--- src/tpu_pkg.sv ---
`default_nettype none

package tpu_pkg;

  // Field and word widths
  localparam int data_w_c      = 16;  // Weight or activation
  localparam int acc_w_c       = 32;  // Product sum, buffer word
  localparam int instr_w_c     = 16;
  localparam int opcode_w_c    = 3;   // Top bits of an instruction
  localparam int operand_w_c   = 13;  // Remaining low bits
  localparam int mem_addr_w_c  = 6;
  localparam int prog_addr_w_c = 3;

  // Depths and timing
  localparam int prog_depth_c     = 8;   // Program slots
  localparam int mem_depth_c      = 64;  // Weight memory and unified buffer
  localparam int compute_cycles_c = 6;   // Execute cycles held by one COMPUTE

  typedef logic [data_w_c-1:0]      data_t;
  typedef logic [acc_w_c-1:0]       acc_t;
  typedef logic [instr_w_c-1:0]     instr_t;     // {opcode, operand}
  typedef logic [operand_w_c-1:0]   operand_t;
  typedef logic [mem_addr_w_c-1:0]  mem_addr_t;  // Low operand bits
  typedef logic [prog_addr_w_c-1:0] prog_addr_t;

  // Codes 6 and 7 are left undefined and run as a no-op
  typedef enum logic [opcode_w_c-1:0] {
    op_nop         = 3'd0,  // END
    op_load_addr   = 3'd1,
    op_load_weight = 3'd2,
    op_load_input  = 3'd3,
    op_compute     = 3'd4,
    op_store       = 3'd5
  } opcode_e;

  typedef enum logic [1:0] {
    idle,
    fetch,
    execute,
    finish
  } ctrl_state_e;

endpackage

`default_nettype wire
--- src/input_setup.sv ---
`timescale 1ns/10ps
`default_nettype none

module input_setup (
  input  logic           clk,
  input  logic           reset,
  input  logic           valid,
  input  logic           compute_start,
  input  tpu_pkg::data_t a11,
  input  tpu_pkg::data_t a12,
  input  tpu_pkg::data_t a21,
  input  tpu_pkg::data_t a22,
  output tpu_pkg::data_t a_in1,  // Row 1 of the array
  output tpu_pkg::data_t a_in2   // Row 2, one cycle behind
);

  logic [1:0] step_q;  // Cycles since compute_start, sticks at 3

  always_ff @(posedge clk or posedge reset) begin
    if (reset) begin
      step_q <= '0;
    end else if (compute_start) begin
      step_q <= 2'd1;
    end else if (!valid) begin
      step_q <= '0;  // Idle between computes
    end else if (step_q != 2'd0 && step_q != 2'd3) begin
      step_q <= step_q + 2'd1;
    end
  end

  // Skewed feed, zeros outside the stream
  always_comb begin
    a_in1 = '0;
    a_in2 = '0;
    if (valid) begin
      if (compute_start) begin
        a_in1 = a11;
      end else if (step_q == 2'd1) begin
        a_in1 = a21;
        a_in2 = a12;
      end else if (step_q == 2'd2) begin
        a_in2 = a22;
      end
    end
  end

endmodule

`default_nettype wire

--- config.mk ---
export PLATFORM = sky130hd
export DESIGN_NAME = input_setup
export DESIGN_NICKNAME = d
export VERILOG_FILES = /design/src/tpu_pkg.sv /design/src/input_setup.sv
export SDC_FILE = /design/constraint.sdc
export NUM_CORES = 1
export LEC_CHECK = 0
export CORE_ASPECT_RATIO = 0.9
export CORE_MARGIN = 5
export CORE_UTILIZATION = 36
export CTS_CLUSTER_DIAMETER = 100
export CTS_CLUSTER_SIZE = 24
export DETAILED_ROUTE_END_ITERATION = 10
export DONT_BUFFER_PORTS = 1
export GPL_ROUTABILITY_DRIVEN = 0
export PLACE_DENSITY = 0.61
export SETUP_SLACK_MARGIN = 0.2
export SYNTH_ARGS = -nofsm -noshare
export SYNTH_HDL_FRONTEND = slang
export SYNTH_SLANG_ARGS = --single-unit
export TNS_END_PERCENT = 1
--- constraint.sdc ---
create_clock -name clk -period 1.3 [get_ports clk]
set_input_delay 0.26 -clock clk [delete_from_list [all_inputs] [get_ports clk]]
set_output_delay 0.26 -clock clk [all_outputs]
set_load 0.03 [all_outputs]
# Word-level counts from Yosys, hierarchy flattened
# Cells that the tools add are included.
# totals
regBits	2
elab_cells	18
input_bits	68
# classes
n_reduce_logical	2
n_eq_ne	4
n_addsub	1
muxes	10
# op_table
cell	count
$mux W16	7
$mux W2	3
$ne A3 B1 Y1 const B	1
$add A2 B1 Y2 const B	1
$eq A2 B1 Y1 const B	1
$eq A2 B2 Y1 const B	1
$ne A2 B2 Y1 const B	1
$reduce_bool A2 Y1	1
$logic_and A1 B1 Y1	1

# Depth between registers and ports, before layout
# depth
depth_word	5
mapped_depth	6
mapped_depth_nobuf	4

# Worst setup path after synthesis
# OpenSTA, ideal clock, no wires.
# synth_timing
kind	reg2out
startpoint	reg step_q[1]
endpoint	out a_in1[3]
slack_ps	-501
n_path_buf	1
t_required_ps	1040
stages_incl_launch_ff	6
arrival_time_ps	1541
path_cell_list	dfrtp_1 > inv_1 > ha_1 > clkbuf_2 > nand3b_1 > a21boi_0
# synth_via
elab_chain_cells	4
# synth_rtl
element	line_no	rtl
from (decl)	input_setup.sv:17	logic [1:0] step_q;
from (signal assigned)	input_setup.sv:27	step_q <= step_q + 2'd1;
$eq A2 B1 Y1	input_setup.sv:38	end else if (step_q == 2'd1) begin
$mux W16	input_setup.sv:38	
$mux W16	input_setup.sv:36	if (compute_start) begin
$mux W16	input_setup.sv:35	if (valid) begin
to (decl)	input_setup.sv:13	output tpu_pkg::data_t a_in1,
# Every way passes these cells.

# Worst setup path in the final report
# layout_timing
startpoint	reg step_q[1]
endpoint	out a_in2[8]
# layout_via
elab_chain_cells	5
word_cells_on_any_way	6
cone_classes	eq/ne (2); mux (4)
# layout_rtl
element	line_no	rtl
$eq A2 B2 Y1	input_setup.sv:41	end else if (step_q == 2'd2) begin
$mux W16	input_setup.sv:41	
$mux W16 (*)	input_setup.sv:38	
$mux W16 (*)	input_setup.sv:36	
$mux W16 (*)	input_setup.sv:35	
to (decl)	input_setup.sv:14	output tpu_pkg::data_t a_in2
# Every way passes the cells marked *; elsewhere a longest branch is shown, timed or not.

==> results.txt <==
Power density cells = 699 mW/mm^2
Final Slew Violations = 0
Final setup viols = 32
Synth Net Count = 192
CP endpoint kind = output pin
WP data arrival = 1.56 ns
Slew @ Worst Pin = 0.264 ns
Critical path class = register to output pin
Clock Sink Count = 2
P&R area growth vs syn = 62.1%
H-tree level count = 1
Max-cap violations = 0
1st-pass router iterations = 4
Max reg flops = 2
Routed wire length = 2.77 mm
Ant diodes = 0
CP Launch Type = register
Crit-path max FO = 32
Die height = 55.3 um
Port buffer count = 0
Layout cell share with drive strength beyond 1 = 0.454
CP required = 1.04 ns
Leak = 0.446 nW
# fillers = 196
Initial antenna violation count = 0
Pre-CTS setup slack = -0.360 ns
Vias = 897
Clock Latency Late Sink = 0.23 ns
Root Buffer = clkbuf_4
WHS Path Cells = 1
Global-route wire length before repair = 4.36 mm
Distinct cells, synth = 19
Most flop-heavy register = step_q
Flops & latches, synth = 2
Synth Warn # = 0
DR WL met3 = 190 um
Final hold vios = 0
Period Utilization, post-route = 1.40
Minimum clock period = 1.82 ns
Biggest regs = step_q (2)
Post-Route Skew = 0.00281 ns
Detailed-routed wire length on met2 = 1.60 mm
Post-DR vias/cell = 5.71
Maximum clock path buffer count = 2
Detailed placement HPWL = 2.02 mm
Pwr Total = 0.928 mW
DRT met1 WL = 974 um
Mapped Cells = 121
Core area = 0.00218 mm^2
Hold Slack = 0.137 ns
Nets = 203
Largest net degree at the start of global routing = 35
DRC violations left = 0
Chip Width = 60.3 um
Register area share after synthesis = 0.0611
DR top layer = met3
Average wire per standard cell = 17.6 um
Synth Area per Inst = 6.77 um^2
I/O Pins = 100
RSZ-0062 raised after global routing = true
Mapped cell area = 820 um^2
Final worst slack = -0.517 ns
CTS Buf Count = 3
Die area = 0.00333 mm^2
CTS tree = yes
Slew margin rel. = 0.823
Final ANT Viol Nets = 0
DRT iter0 DRCs = 49
Total GRT Usage = 0.161
Initial Utilization = 0.376
Maximum vdd drop = 0.000655 V
Failing checks = setup timing
FP Rows = 16
Grt ovf = 0
Clk pin slew, worst setup/hold paths = 0.03 ns
Worst hold path type = input port to register
R2R depth = 4
Vias in the first global route = 951
Outcome = finished, violations left
Max Freq = 550 MHz
## stage by stage
| stage | TNS (ns) | area (um^2) | util | instances |
|---|---|---|---|---|
| finish | -15.48 | 1330 | 0.609 | 157 |
| global route | -18.29 | 1330 | 0.609 | 157 |
| CTS | -15.64 | 1330 | 0.609 | 157 |
| detailed placement | -9.30 | 1160 | 0.534 | 148 |
| global placement | -7.49 | 1160 | 0.534 | 148 |
| floorplan | -4.94 | 1110 | - | 121 |
## power breakdown
group | switching [mW] | internal, mW
Sequential | 0.0128 | 0.0711
Combinational | 0.381 | 0.322
Clock | 0.0400 | 0.102
## placed cells by master (no fill, tap or decap), types with 2 or more instances in the layout
master,n
nand2_1,32
a21oi_2,3
inv_1,2
buf_6,10
buf_12,4
a21boi_4,10
a21oi_4,14
clkbuf_4,3
a21boi_2,6
nand3b_1,32
ha_4,2
buf_4,3
## what timing repair did
| item | CTS | global route |
|---|---|---|
| endpoints found under the hold margin | 2 | 0 |
| cloned | 1 | 0 |
| setup endpoints to repair | 33 | 34 |
| hold buffers | 1 | 0 |
| pin swaps | 16 | 7 |
| gates resized for setup | 15 | 0 |
| setup buffers | 4 | 0 |
## cell type report
| class | instances | area, um^2 | area share |
|---|---|---|---|
| Tap cell | 27 | 33.8 | 0.0254 |
| Multi-Input combinational cell | 103 | 957 | 0.720 |
| Inverter | 3 | 11.3 | 0.00847 |
| Clock buffer | 3 | 22.5 | 0.0169 |
| Timing Repair Buffer | 19 | 253 | 0.190 |
| Sequential cell | 2 | 51.3 | 0.0386 |
## layer usage
metal  global-route usage  up-vias
met3               0.0280        0
met4               0.0475        0
met5                    0        -
met2                0.316       36
li1                     -      433
met1                0.163      428
## path summary, 6_finish.rpt
check	startpoint	to	slack, ns
max	step_q[1]$_DFFE_PP0P_	a_in2[8]	-0.52
min reg2reg	step_q[1]$_DFFE_PP0P_	step_q[1]$_DFFE_PP0P_	0.67
min in group asynchronous	reset	step_q[1]$_DFFE_PP0P_	0.33
max in group asynchronous	reset	step_q[0]$_DFFE_PP0P_	0.84
min	compute_start	step_q[0]$_DFFE_PP0P_	0.14
max reg2reg	step_q[0]$_DFFE_PP0P_	step_q[0]$_DFFE_PP0P_	0.04
## worst max-delay path, stage by stage, from the launching register on
cell      delay [ns]
dfrtp_1         0.36
inv_2           0.06
buf_4           0.14
ha_4            0.24
nand3b_1        0.24
a21oi_4         0.29
## Yosys cell counts
library cell	count	area, um^2
a21boi_0	6	45.0
a21boi_1	8	60.1
a21boi_2	2	22.5
a21o_1	1	7.51
a21oi_1	7	35.0
a21oi_2	10	87.6
buf_12	1	20.0
buf_2	4	20.0
buf_4	2	15.0
buf_6	1	11.3
clkbuf_1	3	11.3
clkbuf_2	2	10.0
dfrtp_1	2	50.1
ha_1	3	37.5
inv_1	3	11.3
nand2_1	32	120
nand2b_1	1	6.26
nand3b_1	32	240
xnor2_1	1	8.76
## cells by family (layout without fill, tap and decap cells)
family          count (synthesis)  count (layout)  synth area share
xor+xnor                        1               1            0.0107
compound gates                 34              34             0.314
buf+inv                        16              25             0.121
fa+ha+maj                       3               3            0.0458
flops                           2               2            0.0611
simple gates                   65              65             0.447
Power figures use the tool's default switching activity.
