==> src/tpu_pkg.sv <==
`default_nettype none

package tpu_pkg;

  // Field and word widths
  localparam int data_w_c      = 16;  // Weight or activation
  localparam int acc_w_c       = 32;  // Product sum, buffer word
  localparam int instr_w_c     = 16;
  localparam int opcode_w_c    = 3;   // Top bits of an instruction
  localparam int operand_w_c   = 13;  // Remaining low bits
  localparam int mem_addr_w_c  = 6;
  localparam int prog_addr_w_c = 3;

  // Depths and timing
  localparam int prog_depth_c     = 8;   // Program slots
  localparam int mem_depth_c      = 64;  // Weight memory and unified buffer
  localparam int compute_cycles_c = 6;   // Execute cycles held by one COMPUTE

  typedef logic [data_w_c-1:0]      data_t;
  typedef logic [acc_w_c-1:0]       acc_t;
  typedef logic [instr_w_c-1:0]     instr_t;     // {opcode, operand}
  typedef logic [operand_w_c-1:0]   operand_t;
  typedef logic [mem_addr_w_c-1:0]  mem_addr_t;  // Low operand bits
  typedef logic [prog_addr_w_c-1:0] prog_addr_t;

  // Codes 6 and 7 are left undefined and run as a no-op
  typedef enum logic [opcode_w_c-1:0] {
    op_nop         = 3'd0,  // END
    op_load_addr   = 3'd1,
    op_load_weight = 3'd2,
    op_load_input  = 3'd3,
    op_compute     = 3'd4,
    op_store       = 3'd5
  } opcode_e;

  typedef enum logic [1:0] {
    idle,
    fetch,
    execute,
    finish
  } ctrl_state_e;

endpackage

`default_nettype wire
==> src/weight_memory.sv <==
`timescale 1ns/10ps
`default_nettype none

module weight_memory (
  input  logic               clk,
  input  logic               wmem_we,
  input  tpu_pkg::mem_addr_t wmem_addr,
  input  tpu_pkg::data_t     wmem_data,
  input  tpu_pkg::mem_addr_t base_addr,
  output tpu_pkg::data_t     w11,
  output tpu_pkg::data_t     w12,
  output tpu_pkg::data_t     w21,
  output tpu_pkg::data_t     w22
);
  import tpu_pkg::*;

  data_t     mem [mem_depth_c];
  mem_addr_t rd_addr [4];  // Four consecutive words from base

  // Host write port
  always_ff @(posedge clk) begin
    if (wmem_we)
      mem[wmem_addr] <= wmem_data;
  end

  always_comb begin
    for (int k = 0; k < 4; k++) begin
      rd_addr[k] = base_addr + mem_addr_t'(k);  // 6-bit add wraps at 64
    end
  end

  // Row-major 2x2 weight tile
  assign w11 = mem[rd_addr[0]];
  assign w12 = mem[rd_addr[1]];
  assign w21 = mem[rd_addr[2]];
  assign w22 = mem[rd_addr[3]];

endmodule

`default_nettype wire

==> config.mk <==
export PLATFORM = sky130hd
export DESIGN_NAME = weight_memory
export DESIGN_NICKNAME = d
export VERILOG_FILES = /design/src/tpu_pkg.sv /design/src/weight_memory.sv
export SDC_FILE = /design/constraint.sdc
export NUM_CORES = 2
export LEC_CHECK = 0
export BUFFER_PORTS_ARGS = -buffer_cell sky130_fd_sc_hd__buf_2
export CAP_MARGIN = 20
export CELL_PAD_IN_SITES_DETAIL_PLACEMENT = 0
export CELL_PAD_IN_SITES_GLOBAL_PLACEMENT = 1
export CORE_UTILIZATION = 45
export DETAILED_ROUTE_END_ITERATION = 10
export GPL_ROUTABILITY_DRIVEN = 0
export PLACE_DENSITY_LB_ADDON = 0.1
export SYNTH_ARGS = -nofsm -noshare
export SYNTH_HDL_FRONTEND = slang
export SYNTH_SLANG_ARGS = --single-unit
export TNS_END_PERCENT = 10
==> constraint.sdc <==
create_clock -name clk -period 5.9 [get_ports clk]
set_input_delay 0.295 -clock clk [delete_from_list [all_inputs] [get_ports clk]]
set_output_delay 0.295 -clock clk [all_outputs]
set_load 0.005 [all_outputs]
# --- Word-level counts from Yosys, hierarchy flattened ---
# Memory sizes are Yosys's and may differ from the RTL's.
# Index checks and enable logic that the tools add are counted.
# W data, S select, Z words.
totals:
  ramBits: 1024
  mem_bits_ro: 0
  in_bits: 30
  ff_bits: 0
  latch_bits: 0
  elab_cells: 6
  memories: 1
  output_inout_bits: 64
classes:
  n_bitwise: 0
  div_mod_pow: 0
  add_sub_neg: 3
  mul: 0
  n_shift: 0
  reduce_logical: 0
  magnitude_cmp: 0
  n_mux: 2
  eq_ne: 0
memory_table:
  columns: ["name", "depth", "width", "rd", "rd_clocked_by_memory_dff", "wr", "line_no", "text"]
  rows:
  - ["mem", 64, 16, 4, 0, 1, "weight_memory.sv:17", "data_t mem [mem_depth_c];"]
ops:
  columns: ["operator", "count"]
  rows:
  - ["$add A6 B2 Y6 const B", 2]
  - ["$add A6 B1 Y6 const B", 1]
  - ["$mux W1", 2]

# --- Depth between registers and ports, before layout ---
depth:
  ltp_word: 2
  mapped_depth: 17
  ltp_nobuf: 8

# --- Worst setup path after synthesis ---
# OpenSTA, ideal clock, no wires.
synth_path:
  path_type: "input port to output port"
  startpoint: "input base_addr[1]"
  endpoint: "output w22[10]"
  path_slack_ns: 2.291
  path_buffers: 9
  t_arrival_ns: 3.314
  t_required_ns: 5.605
  cell_stages: 15
  cell_sequence: "buf_2 -> buf_4 -> buf_4 -> buf_4 -> inv_1 -> buf_2 -> ha_1 -> buf_2 -> inv_1 -> buf_2 -> buf_2 -> clkbuf_1 -> mux4_2 -> and3_1 -> o41ai_1"
synth_via:
  elab_chain_cells: 2
synth_rtl:
  columns: ["element", "line_no", "text"]
  rows:
  - ["start: declaration", "weight_memory.sv:9", "input tpu_pkg::mem_addr_t base_addr,"]
  - ["$add A6 B2 Y6", "weight_memory.sv:28", "rd_addr[k] = base_addr + mem_addr_t'(k);"]
  - ["$mem_v2 Z64 W16", null, null]
  - ["end: declaration", "weight_memory.sv:13", "output tpu_pkg::data_t w22"]
# Every way passes these cells.

# --- Worst setup path after layout ---
layout_path:
  startpoint: "input base_addr[2]"
  endpoint: "output w21[9]"
layout_via:
  elab_chain_cells: 2
layout_rtl:
  columns: ["element", "line_no", "text"]
  rows:
  - ["$add A6 B2 Y6", "weight_memory.sv:28", null]
  - ["$mem_v2 Z64 W16", null, null]
  - ["end: declaration", "weight_memory.sv:12", "output tpu_pkg::data_t w21,"]
# Every way passes these cells.

==> metrics.txt <==
largest registers mem x1024; IO Port Bufs 93; Area after DPL 67100 sq um; syn nets 3867; first-pass GRT wire length 356000 microns; CP required 5.61 ns; leak pwr 22.7 nW; Yosys cell types 66; Post-Synth Adder-Cell Area 0.0784%; die height 379 microns; Compound-Gate Fraction of Synth Area 4.64%; TNS Setup 0 ns; Post-DRT Antenna Nets 0; P_sw 5.41 mW; CP max FO 36; Final nets 3918; DR vias/cell 7.66; crit start category input pin; max-slew violation count 0; number of synthesized flops with an enable pin 1024; CTS resizes 0; num rows 137; wire per inst 44.2 microns; final instance area 71200 sq um; overall global routing resource usage 36.5%; Finish-stage setup viols 0; power share of the clock group 38.0%; Most flops, register mem; H-tree lvl count 3; # DRC 0; DP HPWL 167000 microns; CTS root buf clkbuf_16; relative slew slack 12.5%; Synth Area per Inst 16.7 sq um; initial antenna violation count 14; Worst Setup End Kind output port; Setup Crit Path Kind in2out; largest family of logic cells by synthesized area multiplexers; fin crit share 83.8%; DRT Pass-1 Iters 6; Flop pwr share 42.3%; Syn Inst Count 3833; via count 45009; FFs w/ async S/R, synth 0%; clock sink total 1024; max FFs per register 1024; CTS max path bufs 3; flops & latches, synth 1024; max cap viols 0; clk slew on worst S/H paths 0.06 ns; Switching Fraction 28.3%; WL final 260000 microns; RSZ-0062 raised after global routing no; CP arrival 4.65 ns; core box area 140000 sq um; TritonCTS clock tree done; worst slew pin tran 1.31 ns; Post-Syn Area 63800 sq um; largest net degree at the start of global routing 129; die area 143000 sq um; Comb power frac 19.7%; vias in the first global route 43168; Syn. warnings 0; io pins 94; initial drt markers 7095; mux contribution to synthesized area 38.7%; Die X 379 microns; P&R area growth vs syn 11.4%; cts bufs inserted 113; grt ovf 0; layout cells sized above 1 40.8%; Initial Util 45.5%; HP Class in2reg; total power 19.1 mW; crit path time final 4.95 ns; simple-gate area share of the yosys netlist 4.91%; status completed; Synth Area in XOR/XNOR 0.314%; pwr/cell area 269 nW/um^2; Max Clock Freq 202 MHz; ys flop type edfxtp_1; peak supply drop 264 uV; internal power 13.7 mW; sequential area share after synthesis 48.2%; Hold Fails Final Rpt 0
[through the flow]
step / hold WS [ns] / setup slack, ns / utilization, % / std cells
2_1_floorplan: 0.394 / 2.29 / - / 3833
3_3_place_gp: 0.983 / 1.01 / 47.8 / 5625
3_5_place_dp: 1.02 / 1.08 / 47.9 / 5630
4_1_cts: 0.208 / 1.08 / 50.5 / 5840
5_1_grt: 0.0242 / 0.979 / 50.7 / 5865
6_report: 0.0171 / 0.954 / 50.7 / 5874
[logic make-up (layout without fill, tap and decap cells)]
kind of cell,after synthesis,count (layout)
AOI/OAI and AO/OA,415,415
xor gates and xnor gates,22,22
adders and majority gates,4,4
buffers and inverters,385,531
DFF,1024,1024
muxes,1236,1236
other,0,19
and+or+nand+nor,747,747
[routing by layer]
metal	track usage [%]	part of all wire [%]	vias to the layer above	wire length, microns
met4	22.7	7.1	18	18500
li1	-	-	16684	-
met1	48.5	35	23772	92200
met3	11.4	14	691	35900
met5	1.41	0.24	-	631
met2	52.1	43	3844	113000
[critical path, cell delays in order]
cell and delay, ns:
buf_6 0.47, ha_1 0.72, xor2_4 0.57, nand2_1 0.61, o22ai_1 0.37, a211oi_1 0.09, a211oi_1 0.89, a311oi_1 0.25
buf_2 0.26
[path summary, 6_finish.rpt]
check                 cells past startpoint          from    endpoint
worst max-delay path                      9  base_addr[2]      w21[9]
worst min-delay path                      1  wmem_data[6]  mem[48][6]
[cell type report]
type | instances | area [sq um]
flip-flops and latches | 1024 | 30700
multi-input cells | 2424 | 31600
fillers | 11417 | 69100
repair buffers | 315 | 2650
clock buffers | 132 | 2940
well taps | 1876 | 2350
clock inverters | 78 | 800
diodes | 19 | 47.5
inverters | 6 | 27.5
[power by group through the flow]
stage / logic [mW] / registers (mW) / clock network [mW]
CTS: 3.66 / 8.10 / 7.36
global placement: 3.63 / 8.25 / 0
floorplan: 2.15 / 8.24 / 0
global route: 3.84 / 8.10 / 7.59
finish: 3.76 / 8.10 / 7.27
detailed placement: 3.65 / 8.26 / 0
[cells in the final DEF (no fill, tap or decap), drive strengths merged, types with 20 or more instances in the layout]
cell type,count
a211oi,37
a21oi,59
a221oi,20
a22oi,25
a311oi,21
a31oi,32
a32oi,34
and3,22
buf,311
clkbuf,132
clkinv,49
edfxtp,1024
mux2,53
mux2i,204
mux4,979
nand2,430
nand3,110
nor2,128
o211ai,22
o21ai,59
o22ai,33
[cell usage after synthesis, types with 16 or more instances]
master | n | share of area [%]
edfxtp_1 | 1024 | 48
xnor2_1 | 16 | 0.22
nor2_1 | 126 | 0.74
buf_1 | 30 | 0.18
mux2i_1 | 204 | 3.2
mux4_2 | 979 | 35
a311oi_1 | 21 | 0.29
clkbuf_1 | 110 | 0.65
a31oi_1 | 32 | 0.31
a221oi_1 | 20 | 0.27
o22ai_1 | 33 | 0.32
a32oi_1 | 34 | 0.47
buf_4 | 63 | 0.74
o21ai_0 | 58 | 0.45
a211oi_1 | 37 | 0.44
buf_6 | 25 | 0.44
a22oi_1 | 25 | 0.29
nand2_1 | 430 | 2.5
nand3_1 | 110 | 0.86
a21oi_1 | 59 | 0.46
and3_1 | 22 | 0.22
mux2_2 | 53 | 0.93
buf_2 | 151 | 1.2
o211ai_1 | 22 | 0.26
[timing repair]
action	in CTS	in global routing
endpoints found under the hold margin	0	28
buffers inserted	0	0
hold buffers	0	4
No activity file was read; power rests on OpenSTA's default activity.
