**src/tpu_pkg.sv**
```systemverilog
`default_nettype none

package tpu_pkg;

  // Field and word widths
  localparam int data_w_c      = 16;  // Weight or activation
  localparam int acc_w_c       = 32;  // Product sum, buffer word
  localparam int instr_w_c     = 16;
  localparam int opcode_w_c    = 3;   // Top bits of an instruction
  localparam int operand_w_c   = 13;  // Remaining low bits
  localparam int mem_addr_w_c  = 6;
  localparam int prog_addr_w_c = 3;

  // Depths and timing
  localparam int prog_depth_c     = 8;   // Program slots
  localparam int mem_depth_c      = 64;  // Weight memory and unified buffer
  localparam int compute_cycles_c = 6;   // Execute cycles held by one COMPUTE

  typedef logic [data_w_c-1:0]      data_t;
  typedef logic [acc_w_c-1:0]       acc_t;
  typedef logic [instr_w_c-1:0]     instr_t;     // {opcode, operand}
  typedef logic [operand_w_c-1:0]   operand_t;
  typedef logic [mem_addr_w_c-1:0]  mem_addr_t;  // Low operand bits
  typedef logic [prog_addr_w_c-1:0] prog_addr_t;

  // Codes 6 and 7 are left undefined and run as a no-op
  typedef enum logic [opcode_w_c-1:0] {
    op_nop         = 3'd0,  // END
    op_load_addr   = 3'd1,
    op_load_weight = 3'd2,
    op_load_input  = 3'd3,
    op_compute     = 3'd4,
    op_store       = 3'd5
  } opcode_e;

  typedef enum logic [1:0] {
    idle,
    fetch,
    execute,
    finish
  } ctrl_state_e;

endpackage

`default_nettype wire
```
**src/mmu.sv**
```systemverilog
`timescale 1ns/10ps
`default_nettype none

module mmu (
  input  logic           clk,
  input  logic           reset,
  input  logic           load_weight,
  input  logic           valid,
  input  tpu_pkg::data_t a_in1,
  input  tpu_pkg::data_t a_in2,
  input  tpu_pkg::data_t w11,
  input  tpu_pkg::data_t w12,
  input  tpu_pkg::data_t w21,
  input  tpu_pkg::data_t w22,
  output tpu_pkg::acc_t  acc_out1,  // Column 1 bottom
  output tpu_pkg::acc_t  acc_out2,  // Column 2 bottom
  output logic           out_valid1,
  output logic           out_valid2
);
  import tpu_pkg::*;

  data_t      act_r1;     // Row 1 activation moving right
  data_t      act_r2;     // Row 2 activation moving right
  acc_t       psum_c2;    // Column 2 partial sum moving down
  acc_t       psum_c1;
  logic       valid_q;
  logic       head;       // First cycle of a COMPUTE
  logic [3:0] head_sr;    // head delayed by 1..4 cycles

  // Cell kj holds weight w_kj; row k carries a_ik
  pe pe11 (.clk(clk), .reset(reset), .load_weight(load_weight), .weight_in(w11),
           .act_in(a_in1), .sum_in(acc_t'(0)), .act_out(act_r1), .sum_out(psum_c1));
  pe pe12 (.clk(clk), .reset(reset), .load_weight(load_weight), .weight_in(w12),
           .act_in(act_r1), .sum_in(acc_t'(0)), .act_out(), .sum_out(psum_c2));
  pe pe21 (.clk(clk), .reset(reset), .load_weight(load_weight), .weight_in(w21),
           .act_in(a_in2), .sum_in(psum_c1), .act_out(act_r2), .sum_out(acc_out1));
  pe pe22 (.clk(clk), .reset(reset), .load_weight(load_weight), .weight_in(w22),
           .act_in(act_r2), .sum_in(psum_c2), .act_out(), .sum_out(acc_out2));

  assign head = valid && !valid_q;

  always_ff @(posedge clk or posedge reset) begin
    if (reset) begin
      valid_q <= 1'b0;
      head_sr <= '0;
    end else begin
      valid_q <= valid;
      head_sr <= {head_sr[2:0], head};
    end
  end

  // Two results per column, column 2 one cycle behind
  assign out_valid1 = head_sr[1] || head_sr[2];
  assign out_valid2 = head_sr[2] || head_sr[3];

endmodule

`default_nettype wire

```
**src/pe.sv**
```systemverilog
`timescale 1ns/10ps
`default_nettype none

module pe (
  input  logic           clk,
  input  logic           reset,
  input  logic           load_weight,
  input  tpu_pkg::data_t weight_in,
  input  tpu_pkg::data_t act_in,
  input  tpu_pkg::acc_t  sum_in,   // Partial sum from the cell above
  output tpu_pkg::data_t act_out,  // To the cell on the right
  output tpu_pkg::acc_t  sum_out   // To the cell below
);
  import tpu_pkg::*;

  data_t weight_q;  // Stationary weight
  acc_t  product;

  assign product = acc_t'(act_in) * acc_t'(weight_q);  // Full 32-bit product

  always_ff @(posedge clk or posedge reset) begin
    if (reset) begin
      weight_q <= '0;
      act_out  <= '0;
      sum_out  <= '0;
    end else begin
      if (load_weight)
        weight_q <= weight_in;
      act_out <= act_in;
      sum_out <= sum_in + product;  // Wraps mod 2^32
    end
  end

endmodule

`default_nettype wire

```
**config.mk**
```make
export PLATFORM = sky130hd
export DESIGN_NAME = mmu
export DESIGN_NICKNAME = d
export VERILOG_FILES = /design/src/tpu_pkg.sv /design/src/mmu.sv /design/src/pe.sv
export SDC_FILE = /design/constraint.sdc
export NUM_CORES = 2
export LEC_CHECK = 0
export ABC_AREA = 1
export BUFFER_PORTS_ARGS = -buffer_cell sky130_fd_sc_hd__buf_4
export CAP_MARGIN = 0
export CORE_MARGIN = 2
export CORE_UTILIZATION = 40
export CTS_BUF_LIST = sky130_fd_sc_hd__clkbuf_8
export CTS_CLUSTER_DIAMETER = 30
export CTS_CLUSTER_SIZE = 40
export DETAILED_ROUTE_END_ITERATION = 8
export PLACE_DENSITY_LB_ADDON = 0.3
export SYNTH_ARGS = -nofsm -noshare
export SYNTH_HDL_FRONTEND = slang
export SYNTH_SLANG_ARGS = --single-unit
```
**constraint.sdc**
```tcl
create_clock -name clk -period 8.1 [get_ports clk]
set_clock_uncertainty 0.05 [all_clocks]
set_input_delay 0 -clock clk [delete_from_list [all_inputs] [get_ports clk]]
set_output_delay 0 -clock clk [all_outputs]
set_load 0.005 [all_outputs]
```
# After elaboration in Yosys (flattened, before gate mapping)
# Index checks and enable logic that the tools add are counted.
word_totals:
  ff_bits: 229
classes:
  add_sub_neg: 2
  n_mul: 4
  reduce_logical: 4
ops:
  columns: ["cell", "count"]
  rows:
  - ["multiplier 16 x 16 -> 32 bit", 4]
  - ["adder 32 bit", 2]
  - ["logical OR 1 bit", 2]
  - ["logical AND 1 bit", 1]
  - ["logical NOT 1 bit", 1]

# Logic depth before layout (Yosys ltp)
logic_depth:
  ltp_word: 2
  ltp_mapped: 27

# By module
# Synthesis repeated with hierarchy kept, for this count alone.
hier_totals:
  hier_cells: 6355
  area_unflattened_um2: 48955.7
by_module_without_submodules:
  columns: ["module", "instances", "cells_each", "area_each_um2", "seq_area_each_um2"]
  rows:
  - ["pe (pe12 ...)", 2, 1584, 12215.5, 1601.5]
  - ["pe (pe22)", 1, 1583, 12189.2, 1601.5]
  - ["pe (pe11)", 1, 1590, 12174.2, 1601.5]
  - ["mmu", 1, 14, 161.4, 125.1]

# Least setup slack after synthesis
# Ideal clock, no wire load.
synth_path:
  path_kind: "reg2reg"
  from: "register pe12.weight_q[7]"
  to: "register pe12.sum_out[31]"
  setup_time_ns: 0.116
  arrival_time_ns: 5.041
  path_slack_ns: 2.892
  stages_incl_launch_ff: 23
  path_cell_list: "dfrtp_1 > clkbuf_1 > clkbuf_1 > nand2_1 > fa_1 > inv_1 > fa_1 > inv_1 > fa_1 > inv_1 > fa_1 > fa_1 > inv_1 > fa_1 > inv_1 > ha_1 > nand2_1 > nor2_1 > nand3_1 > nand3_2 > nand2_2 > nand3_1 > nand2_1"
synth_between:
  elab_chain_cells: 1
synth_lines:
  columns: ["item", "line_no", "rtl"]
  rows:
  - ["from (decl)", "pe.sv:16", "data_t weight_q;"]
  - ["from (signal assigned)", "pe.sv:28", "weight_q <= weight_in;"]
  - ["multiplier 16 x 16 -> 32 bit", "pe.sv:19", "assign product = acc_t'(act_in) * acc_t'(weight_q);"]
  - ["net pe12.product[31]", "pe.sv:17", "acc_t product;"]
  - ["to (signal assigned)", "pe.sv:30", "sum_out <= sum_in + product;"]
  - ["to (decl)", "pe.sv:12", "output tpu_pkg::acc_t sum_out"]
# The timed path passes the listed nets, and every way through them passes these cells.
# A chain may end at the register's enable or synchronous reset.

# Worst setup path after layout
layout_path:
  from: "register pe21.weight_q[7]"
  to: "register pe21.sum_out[24]"
layout_between:
  elab_chain_cells: 2
layout_lines:
  columns: ["item", "line_no"]
  rows:
  - ["from (decl)", "pe.sv:16"]
  - ["from (signal assigned)", "pe.sv:28"]
  - ["multiplier 16 x 16 -> 32 bit", "pe.sv:19"]
  - ["adder 32 bit", "pe.sv:30"]
  - ["to (signal assigned)", "pe.sv:30"]
  - ["to (decl)", "pe.sv:12"]
# No other way between the ends.

==> reports/qor.yml <==
drive_gt1_share_pct: 6.89
r2r_start: "pe21.weight_q[7]"
outcome: "completed"
grt_max_degree: 125
holdBufCountCts: 215
slew_violations: 0
path_class: "register to register"
cp.required_ps: 8650
worst_setup_path_start_kind: "register"
gp_congestion: 0.912
port_buffers: 165
cts-buffers-inserted: 81
synth-edff-count: 0
ant_nets: 0
ys_types: 27
relSlewSlack_pct: 35.4
syn_area_per_cell_sq_um: 7.63
routedWlPerCell_um: 15.9
dp_hpwl_um: 99300
fmax_ghz: 0.169
min_period_ps: 5930
cts_tree: "done"
dr.pass1.iters: 7
first_global_vias: 39092
htreeDepth: 3
ys_seq_area_share_pct: 12.4
rows: 124
period_share_pct: 73.2
root_buffer: "clkbuf_8"
worstPathArrival_ps: 6480
coreArea_sq_mm: 0.114
synth_ff_type: "dfrtp_1"
clock_latency_ps: 780
nNetsFinal: 7595
setup_violations: 0
initial_core_util_pct: 40.3
synth-seq-cells: 229
clock_sinks: 229
cts_setup_buffers: 0
die_w_um: 344
drc: 0
routed-via-count: 36230
clockBufferDepth: 3
hold_path_class: "input pin to register"
grt_use_total_pct: 22.3
cts_resized: 0
cp-end-kind: "register"
syn_inst: 6044
placed_area_sq_mm: 0.0483
synth_warnings: 0
drtIter0Drc: 2243
die_y_um: 344
finalHoldViolCount: 0
critPathLaunch: "pe21.weight_q[7]"
max_cap_violations: 0
grt_pass1_wl_um: 206000
fp.dieArea_sq_mm: 0.118
async_flop_share_pct: 100
routed_wl_um: 124000
fin_area_sq_mm: 0.0525
vias_per_cell: 4.63
min-delay-start: "a_in1[0]"
clk_pin_slew_worst_paths_ps: 50
num_io_pins: 166
rsz0062_at_grt: "false"
synth_nets: 7388
path_max_fanout: 17
fin_setup_tns_ps: 0
worst_pin_slew_ps: 968
syn_area_sq_mm: 0.0461
area_delta_synth_final_pct: 13.8
antenna_found_initial: 6
overflow: 0
==> layout by cell type, fill, tap and decap left out, drive strengths merged, types with 6 or more instances in the layout <==
cell type	count
inv	1948
nand2	1839
fa	838
ha	406
dfrtp	229
dlygate4sd3	215
buf	172
nor2	156
nand3	137
clkbuf	91
a21oi	65
mux2	64
xor2	52
clkinv	21
nand4	17
xnor2	15
bufinv	14
clkinvlp	13
a21o	6
==> state kept, by name, indices dropped and copies added, names as in the netlist <==
| name | cells |
|---|---|
| pe11.sum_out | 32 |
| pe12.sum_out | 32 |
| pe21.sum_out | 32 |
| pe22.sum_out | 32 |
| pe11.act_out | 16 |
| pe11.weight_q | 16 |
| pe12.weight_q | 16 |
| pe21.act_out | 16 |
| pe21.weight_q | 16 |
| pe22.weight_q | 16 |
| head_sr | 4 |
| valid_q | 1 |
==> synth_stat cells (4+ instances only) <==
| cell type | count | area share [%] |
|---|---|---|
| buf_2 | 7 | 0.076 |
| nand2_2 | 15 | 0.20 |
| inv_1 | 1938 | 16 |
| dfrtp_1 | 229 | 12 |
| nand4_1 | 17 | 0.23 |
| a21o_1 | 6 | 0.098 |
| or2_2 | 4 | 0.054 |
| ha_1 | 406 | 11 |
| nor2_1 | 143 | 1.2 |
| clkbuf_1 | 256 | 2.1 |
| fa_1 | 838 | 36 |
| nand3_1 | 119 | 1.3 |
| mux2_2 | 64 | 1.6 |
| nand2_1 | 1824 | 15 |
| o21bai_1 | 4 | 0.065 |
| xor2_1 | 52 | 0.99 |
| nor2_2 | 12 | 0.16 |
| xnor2_1 | 15 | 0.28 |
| nand3_2 | 18 | 0.39 |
| a21oi_1 | 65 | 0.71 |
==> path summary, 6_finish.rpt <==
path / end / slack (ps) / cells past startpoint
hold / removal: pe11.sum_out[0] / 130 / 4
max in group asynchronous: pe22.sum_out[5] / 6260 / 5
min in group asynchronous: pe21.weight_q[15] / 420 / 4
hold reg to reg: head_sr[1] / 300 / 0
setup reg to reg: pe21.sum_out[24] / 2170 / 18
setup / recovery: pe21.sum_out[24] / 2170 / 18
==> logic make-up (layout without fill, tap and decap cells) <==
| logic type | Yosys count | in the layout | synth area share, % |
|---|---|---|---|
| adders and majority gates | 1244 | 1244 | 47.4 |
| AOI/OAI and AO/OA | 77 | 77 | 0.890 |
| buffers and inverters | 2201 | 2474 | 17.9 |
| muxes | 64 | 64 | 1.56 |
| xor gates and xnor gates | 67 | 67 | 1.27 |
| other | 0 | 1 | 0 |
| and+or+nand+nor | 2162 | 2162 | 18.5 |
| DFF | 229 | 229 | 12.4 |
==> critical path: stages, from the launching register on <==
cell and delay, ps:
dfrtp_1 800, nand2_1 170, fa_1 560, inv_1 50, fa_1 490, fa_1 570
fa_1 430, fa_1 500, inv_1 50, fa_1 470, inv_1 40, ha_1 370
nand2_1 140, nor2_1 300, nand2_1 180, nor2_1 130, o21ai_1 180, nand4_1 150
nand2_1 120
==> cell type report <==
type	count	area, sq um
clock buffers	91	1250
well taps	1512	1890
diodes	1	2.50
flip-flops and latches	229	5730
multi-input cells	3614	32100
repair buffers	387	3460
clock inverters	58	741
inverters	1938	7280
fillers	11377	61900
==> per-stage QoR <==
| stage | setup WS [ps] | instances | hold slack, ps | util (%) |
|---|---|---|---|---|
| 2_1_floorplan | 1770 | 6044 | -18.6 | - |
| 4_1_cts | 2230 | 7829 | 19.2 | 45.9 |
| 3_3_place_gp | 2230 | 7465 | 78.4 | 42.3 |
| 3_5_place_dp | 2250 | 7465 | 80.8 | 42.3 |
| 6_report | 2170 | 7830 | 128 | 45.9 |
| 5_1_grt | 1860 | 7830 | 86.2 | 45.9 |
==> metal layers <==
layer / GRT usage, % / up-vias / wire [um]
met5: 0 / - / 30
met4: 8.62 / 6 / 4540
met1: 28.6 / 17817 / 52900
met3: 3.90 / 246 / 7430
li1: - / 17219 / -
met2: 37.7 / 942 / 59600
Power is not shown: default switching activity piles up to over one toggle a cycle in this logic, so the estimate is an artifact.
