--- src/tpu_pkg.sv ---
`default_nettype none

package tpu_pkg;

  // Field and word widths
  localparam int data_w_c      = 16;  // Weight or activation
  localparam int acc_w_c       = 32;  // Product sum, buffer word
  localparam int instr_w_c     = 16;
  localparam int opcode_w_c    = 3;   // Top bits of an instruction
  localparam int operand_w_c   = 13;  // Remaining low bits
  localparam int mem_addr_w_c  = 6;
  localparam int prog_addr_w_c = 3;

  // Depths and timing
  localparam int prog_depth_c     = 8;   // Program slots
  localparam int mem_depth_c      = 64;  // Weight memory and unified buffer
  localparam int compute_cycles_c = 6;   // Execute cycles held by one COMPUTE

  typedef logic [data_w_c-1:0]      data_t;
  typedef logic [acc_w_c-1:0]       acc_t;
  typedef logic [instr_w_c-1:0]     instr_t;     // {opcode, operand}
  typedef logic [operand_w_c-1:0]   operand_t;
  typedef logic [mem_addr_w_c-1:0]  mem_addr_t;  // Low operand bits
  typedef logic [prog_addr_w_c-1:0] prog_addr_t;

  // Codes 6 and 7 are left undefined and run as a no-op
  typedef enum logic [opcode_w_c-1:0] {
    op_nop         = 3'd0,  // END
    op_load_addr   = 3'd1,
    op_load_weight = 3'd2,
    op_load_input  = 3'd3,
    op_compute     = 3'd4,
    op_store       = 3'd5
  } opcode_e;

  typedef enum logic [1:0] {
    idle,
    fetch,
    execute,
    finish
  } ctrl_state_e;

endpackage

`default_nettype wire
--- src/control_unit.sv ---
`timescale 1ns/10ps
`default_nettype none

module control_unit (
  input  logic                clk,
  input  logic                reset,
  input  logic                start,          // One-cycle pulse from host
  input  logic                prog_we,
  input  tpu_pkg::prog_addr_t prog_addr,
  input  tpu_pkg::instr_t     prog_data,
  output tpu_pkg::mem_addr_t  base_addr,
  output logic                load_weight,
  output logic                load_input,
  output logic                store,
  output logic                valid,          // Level over all COMPUTE cycles
  output logic                compute_start,  // First COMPUTE cycle only
  output logic                busy,
  output logic                done
);
  import tpu_pkg::*;

  instr_t      prog_mem [prog_depth_c];  // Host-loaded program
  instr_t      instr_q;                  // Instruction being executed
  prog_addr_t  ip_q;                     // Instruction pointer
  ctrl_state_e state_q;
  logic [2:0]  cnt_q;                    // Cycles spent in current COMPUTE
  mem_addr_t   base_q;
  opcode_e     opcode;
  operand_t    operand;
  logic        in_exec;
  logic        last_slot;
  logic        compute_hold;

  // Host program port
  always_ff @(posedge clk) begin
    if (prog_we)
      prog_mem[prog_addr] <= prog_data;
  end

  // Instruction register loaded in fetch
  always_ff @(posedge clk) begin
    if (state_q == fetch)
      instr_q <= prog_mem[ip_q];
  end

  assign opcode    = opcode_e'(instr_q[instr_w_c-1 -: opcode_w_c]);  // Codes 6 and 7 match no strobe
  assign operand   = instr_q[operand_w_c-1:0];
  assign in_exec   = (state_q == execute);
  assign last_slot = (ip_q == prog_addr_t'(prog_depth_c - 1));

  // COMPUTE stays in execute until its last cycle
  assign compute_hold = (opcode == op_compute) && (cnt_q != 3'(compute_cycles_c - 1));

  always_ff @(posedge clk or posedge reset) begin
    if (reset) begin
      state_q <= idle;
      ip_q    <= '0;
      cnt_q   <= '0;
      base_q  <= '0;
    end else begin
      case (state_q)
        idle, finish: begin
          if (start) begin  // Restart always at slot 0
            state_q <= fetch;
            ip_q    <= '0;
            cnt_q   <= '0;
          end
        end
        fetch: state_q <= execute;
        execute: begin
          if (compute_hold) begin
            cnt_q <= cnt_q + 3'd1;
          end else begin
            cnt_q <= '0;
            if (opcode == op_load_addr)
              base_q <= operand[mem_addr_w_c-1:0];  // Takes effect after this cycle
            if (opcode == op_nop || last_slot) begin
              state_q <= finish;  // END or ran off the last slot
            end else begin
              ip_q    <= ip_q + prog_addr_t'(1);
              state_q <= fetch;
            end
          end
        end
        default: state_q <= idle;
      endcase
    end
  end

  // Strobes are decoded straight from the executing opcode
  assign load_weight   = in_exec && (opcode == op_load_weight);
  assign load_input    = in_exec && (opcode == op_load_input);
  assign store         = in_exec && (opcode == op_store);
  assign valid         = in_exec && (opcode == op_compute);
  assign compute_start = valid && (cnt_q == '0);

  assign busy      = (state_q == fetch) || (state_q == execute);
  assign done      = (state_q == finish);  // Held until next start
  assign base_addr = base_q;

endmodule

`default_nettype wire

--- config.mk ---
export PLATFORM = sky130hd
export DESIGN_NAME = control_unit
export DESIGN_NICKNAME = d
export VERILOG_FILES = /design/src/tpu_pkg.sv /design/src/control_unit.sv
export SDC_FILE = /design/constraint.sdc
export NUM_CORES = 1
export LEC_CHECK = 0
export BUFFER_PORTS_ARGS = -buffer_cell sky130_fd_sc_hd__buf_2
export CORE_MARGIN = 2
export CORE_UTILIZATION = 58
export CTS_CLUSTER_SIZE = 14
export DETAILED_ROUTE_END_ITERATION = 8
export GPL_ROUTABILITY_DRIVEN = 0
export PLACE_DENSITY = 0.89
export SYNTH_ARGS = -nofsm -noshare
export SYNTH_HDL_FRONTEND = slang
export SYNTH_SLANG_ARGS = --single-unit
export TNS_END_PERCENT = 10
--- constraint.sdc ---
create_clock -name clk -period 2.25 [get_ports clk]
set_input_delay 0.225 -clock clk [delete_from_list [all_inputs] [get_ports clk]]
set_output_delay 0.225 -clock clk [all_outputs]
set_load 0.05 [all_outputs]
### After elaboration in Yosys (flattened, before gate mapping)

Memories as Yosys holds them, arrays and structs flattened. A register that Yosys moved wholly into a read port is not among the register bits.
Cells that the tools add are included.

* RAM bits: 128
* memories kept: 1
* logic and storage cells: 50
* output and inout port bits: 13
* bits of input ports: 23
* bits in registers: 14

* bitwise operators: 1
* equality and inequality tests: 13
* reduce and logical (&&, ||, !) cells: 17
* muxes and demuxes: 12
* add/subtract/negate cells: 2

Memories
* prog_mem: words 8, bits a word 16, rd ports 1, clocked after Yosys merged registers in 1, wr ports 1, line control_unit.sv:22 `instr_t prog_mem [prog_depth_c];`

Operators with widths (number)
* $mux 3: 4
* $pmux 3 s2: 2
* $eq 3x3->1 const B: 3
* $add 3x1->3 const B: 2
* $eq 3x2->1 const B: 2
* $logic_and 1x1->1: 6
* $logic_not 3->1: 2
* $mux 2: 3
* $ne 2x2->1 const B: 3
* $pmux 2 s3: 1
* $eq 2x2->1 const B: 2
* $reduce_and 2->1: 2
* $reduce_and 4->1: 1
* $eq 3x1->1 const B: 1
* $ne 3x3->1 const B: 1
* $reduce_and 3->1: 1
* $eq 2x1->1 const B: 1
* $logic_not 2->1: 1
* $logic_or 1x1->1: 2
* $mux 1: 2
* $reduce_bool 2->1: 1
* $reduce_or 2->1: 1
* $not 1->1: 1

### Longest topological paths before layout

* depth after elaboration: 5
* depth in mapped cells: 7
* depth with buffers taken out: 6

### Least setup slack after synthesis

Ideal clock, no wire load.

* path kind: register to output
* from: register state_q[0]
* to: output compute_start
* path slack: -0.029 ns
* arrival: 2.054 ns
* required time: 2.025 ns
* stages on the path, launching flop included: 6
* buffers on the path: 1
* cells stage by stage: dfrtp_1 > inv_1 > ha_1 > buf_4 > nand4bb_4 > nor3b_1

* longest elaborated chain between the ends: 3

Ends and longest elaborated chain
* start: declaration: line control_unit.sv:25 `ctrl_state_e state_q;`
* start signal: assignment: line control_unit.sv:56 `state_q <= idle;`
* start signal: assignment: line control_unit.sv:64 `state_q <= fetch;`
* start signal: assignment: line control_unit.sv:69 `fetch: state_q <= execute;`
* $eq 2x2->1: line control_unit.sv:48 `assign in_exec = (state_q == execute);`
* $logic_and 1x1->1: line control_unit.sv:94 `assign valid = in_exec && (opcode == op_compute);`
* $logic_and 1x1->1: line control_unit.sv:95 `assign compute_start = valid && (cnt_q == '0);`
* end: declaration: line control_unit.sv:16 `output logic compute_start,`

No other way between the ends.

### Worst setup path in the final report

Ends and elaborated chain as after synthesis.

==> results.txt <==
----------------------------------------------------
[Run status]
  Run status ... complete, no violations

[Finish]
  Leading cell type in the layout, fill and taps excluded ... sky130_fd_sc_hd__edfxtp_1
  Layout cell share with drive strength beyond 1 ... 32.3%
  Layout Area Growth over Synthesis ... 13.2%
  Net count reported at finish ... just under 300
  Leading cell types in the layout, fill and taps excluded ... 81 x sky130_fd_sc_hd__edfxtp_1, 39 x sky130_fd_sc_hd__nand2_1, 28 x sky130_fd_sc_hd__buf_2
  Antenna Cells ... 0

[Floorplan]
  Placeable core area ... 6390 µm²
  Row Count ... 29
  Initial Util ... around three fifths
  Die Area ... 7310 µm²
  Horizontal die dimension ... 85.5 µm
  I/O pin count ... 36
  Die extent in y ... 85.5 µm

[Power]
  Worst vdd ir ... 0.00108 V
  Leakage Power ... 1.62 nW
  P per Cell Area ... ~1100 nW/µm²

[Logic synthesis]
  Share of the yosys chip area belonging to registers ... 72.2%
  Number of different library cells in the post-synthesis netlist ... 30
  Flip-flop and latch count after synthesis ... 95
  Area share of the largest cell type after synthesis ... ~63%
  Area leader, netlist ... sky130_fd_sc_hd__edfxtp_1
  Ys Warns ... 0
  Post-Synthesis Net Count ... 249
  Cell types occupying the most area after synthesis ... sky130_fd_sc_hd__edfxtp_1 63%, sky130_fd_sc_hd__mux4_2 11%, sky130_fd_sc_hd__dfrtp_1 9.1%
  Mapped Avg Cell Area ... about 18 µm²
  Cell count after synthesis ... between 200 and 250
  Netlist Area Pre-Place ... 3850 µm²

[Drt]
  Detailed Route Iter0 Violations ... between 100 and 150
  Remaining routing DRC violations ... 0
  DRT Pass-1 Iters ... 4
  Number of routed nets with antenna violations ... 0
  Vias ... 1952
  Total Routed Length ... 6200 µm
  Vias per Instance ... 5.64
  Routed WL per cell ... between 15 and 20 µm

[Worst setup path]
  Worst flop-to-flop path startpoint ... state_q[0]$_DFFE_PP0P_
  Worst-path fanout max ... 9
  Signal arrival time at the worst endpoint ... approximately 1900 ps
  RR Endpoint ... ip_q[0]$_DFFE_PP0P_
  Crit-path max cell delay ... about 400 ps
  Kind of critical path ... reg2out
  Critical-path cell with the highest stage delay ... sky130_fd_sc_hd__dfrtp_1
  Kind of end point of the critical path ... primary output
  Crit-path cells ... inv_1, ha_1, nand4bb_4, nor3b_2, buf_2
  Type of element launching the critical path ... flop
  Worst reg-to-reg setup slack ... between 400 and 500 ps
  Required time of the critical path ... 2030 ps
  Number of cells on the worst reg-to-reg path ... 5

[Timing]
  Clk_skew ... 14.3 ps
  Final setup violating endpoints ... 0
  Actual transition at the worst max-transition pin ... 527 ps
  Fin Setup TNS ... 0 ps
  Worst relative slew slack ... 64.8%
  Final hold vios ... 0
  Minimum setup slack in the final design ... 180 ps
  Setup repair after global routing missed its margin ... false
  Peak Freq ... 483 MHz
  Tcrit/Tclk final ... 92.0%
  Worst hold-check slack ... 127 ps
  Slew Viols, Final ... 0
  Min Tclk post-route ... 2070 ps

[Worst hold path]
  WHS Endpoint ... prog_mem[6][15]$_DFFE_PP_
  Hold path start ... prog_data[15]
  Class of the most critical hold timing path ... in2reg
  Hold Path Cell Cnt ... 1

[GRT]
  Via count of the first global-routing pass ... 2031
  Initial antenna violation count ... 0
  Maximum number of pins on one net before global-route repair ... 20
  Overflow after GRT ... 0
  Global-route wire length before repair ... 10300 µm
  Total GRT Usage ... approximately 20%

[Clock network]
  Root buf cell ... sky130_fd_sc_hd__clkbuf_8
  Clock insertion delay at the later pin of the skew report ... 350 ps
  Number of sinks on the clock net ... 95
  Num CTS Buffers ... 9
  CTS Buffer Depth ... 2
  TritonCTS clock tree ... yes
  Maximum level of the CTS H-tree ... 3
  Resized cells post-CTS ... 0
  Clock transition at the register clock pins on the worst setup and hold paths after CTS ... 90 ps
  Setup bufs post-CTS ... 0
  Count of hold-fix buffers inserted at cts ... 1

[Placed design]
  Port-buffer cells ... 28
  Post-detailed-placement half-perimeter wirelength ... 4200 µm
  Pre-CTS setup slack ... 388 ps

[Run]
  Number of max-cap violations ... 0

----------------------------------------------------
## cell type report
cell class	instances	area, µm²
Clock buffer	10	128
Clock inverter	6	68.8
Fill cell	430	2030
Inverter	11	41.3
Multi-Input combinational cell	105	995
Sequential cell	95	2780
Tap cell	77	96.3
Timing Repair Buffer	42	248
## through the flow
step	utilization (%)	instances	area (µm²)	power, mW
CTS	68.3	346	4360	4.65
detailed placement	65.0	329	4150	3.57
floorplan	-	218	3860	3.30
global placement	65.0	329	4150	3.53
global route	68.3	346	4360	4.82
finish	68.3	346	4360	4.60
## logic make-up (layout without fill, tap and decap cells)
group	Yosys count	after routing	synth area share (%)
buffers and inverters	18	69	2.08
DFF	95	95	72.2
and+or+nand+nor	62	62	8.02
AOI/OAI and AO/OA	6	6	1.27
muxes	29	29	13.8
adders and majority gates	8	8	2.60
## Yosys cell counts
master                      instances
sky130_fd_sc_hd__a21oi_1            1
sky130_fd_sc_hd__a21oi_4            1
sky130_fd_sc_hd__a31oi_1            1
sky130_fd_sc_hd__and4b_1            1
sky130_fd_sc_hd__and4bb_2           1
sky130_fd_sc_hd__buf_2              4
sky130_fd_sc_hd__buf_4              2
sky130_fd_sc_hd__clkbuf_1           1
sky130_fd_sc_hd__clkinv_1           1
sky130_fd_sc_hd__dfrtp_1           14
sky130_fd_sc_hd__edfxtp_1          81
sky130_fd_sc_hd__ha_1               8
sky130_fd_sc_hd__inv_1             10
sky130_fd_sc_hd__mux2_2             6
sky130_fd_sc_hd__mux2_4             1
sky130_fd_sc_hd__mux2i_1            3
sky130_fd_sc_hd__mux2i_2            1
sky130_fd_sc_hd__mux4_2            18
sky130_fd_sc_hd__nand2_1           39
sky130_fd_sc_hd__nand2b_1           3
sky130_fd_sc_hd__nand4bb_4          1
sky130_fd_sc_hd__nor2_1             8
sky130_fd_sc_hd__nor2b_1            1
sky130_fd_sc_hd__nor3_1             4
sky130_fd_sc_hd__nor3_4             1
sky130_fd_sc_hd__nor3b_1            2
sky130_fd_sc_hd__nor4_1             1
sky130_fd_sc_hd__o21a_1             1
sky130_fd_sc_hd__o21ai_0            1
sky130_fd_sc_hd__o32ai_1            1
## worst max-delay path: cells and delay by family, from the launching register on
family	cells	cell delay, ps
adders and majority gates	1	370
buffers and inverters	2	360
DFF	1	410
and+or+nand+nor	2	360
## power by group
| part | total [mW] | internal (mW) | switching (mW) |
|---|---|---|---|
| logic | 1.26 | 0.521 | 0.741 |
| registers | 2.25 | 2.15 | 0.101 |
| clock network | 1.09 | 0.517 | 0.574 |
## worst max-delay path by stage
| stage | from | endpoint | slack, ps | cells past startpoint |
|---|---|---|---|---|
| 2_1_floorplan | state_q[0]$_DFFE_PP0P_ | load_input | 80 | 5 |
| 3_3_place_gp | state_q[0]$_DFFE_PP0P_ | ip_q[0]$_DFFE_PP0P_ | 430 | 5 |
| 3_5_place_dp | state_q[0]$_DFFE_PP0P_ | ip_q[0]$_DFFE_PP0P_ | 390 | 5 |
| 4_1_cts | state_q[0]$_DFFE_PP0P_ | compute_start | 140 | 5 |
| 5_1_grt | state_q[0]$_DFFE_PP0P_ | load_input | 8 | 5 |
| 6_report | state_q[0]$_DFFE_PP0P_ | compute_start | 180 | 5 |
## flip-flops by register name, summed over array words and instances, names as in the netlist
| name | cells |
|---|---|
| base_addr | 6 |
| instr_q | 9 |
| cnt_q | 3 |
| prog_mem | 72 |
| ip_q | 3 |
| state_q | 2 |
## per-layer routing
metal / GRT usage [%] / wire [µm]
met5: 0 / 0
met4: 10.8 / 157
met3: 4.14 / 355
met2: 31.3 / 3070
met1: 24.9 / 2610
Note: power is estimated with default switching activity, not from simulation.
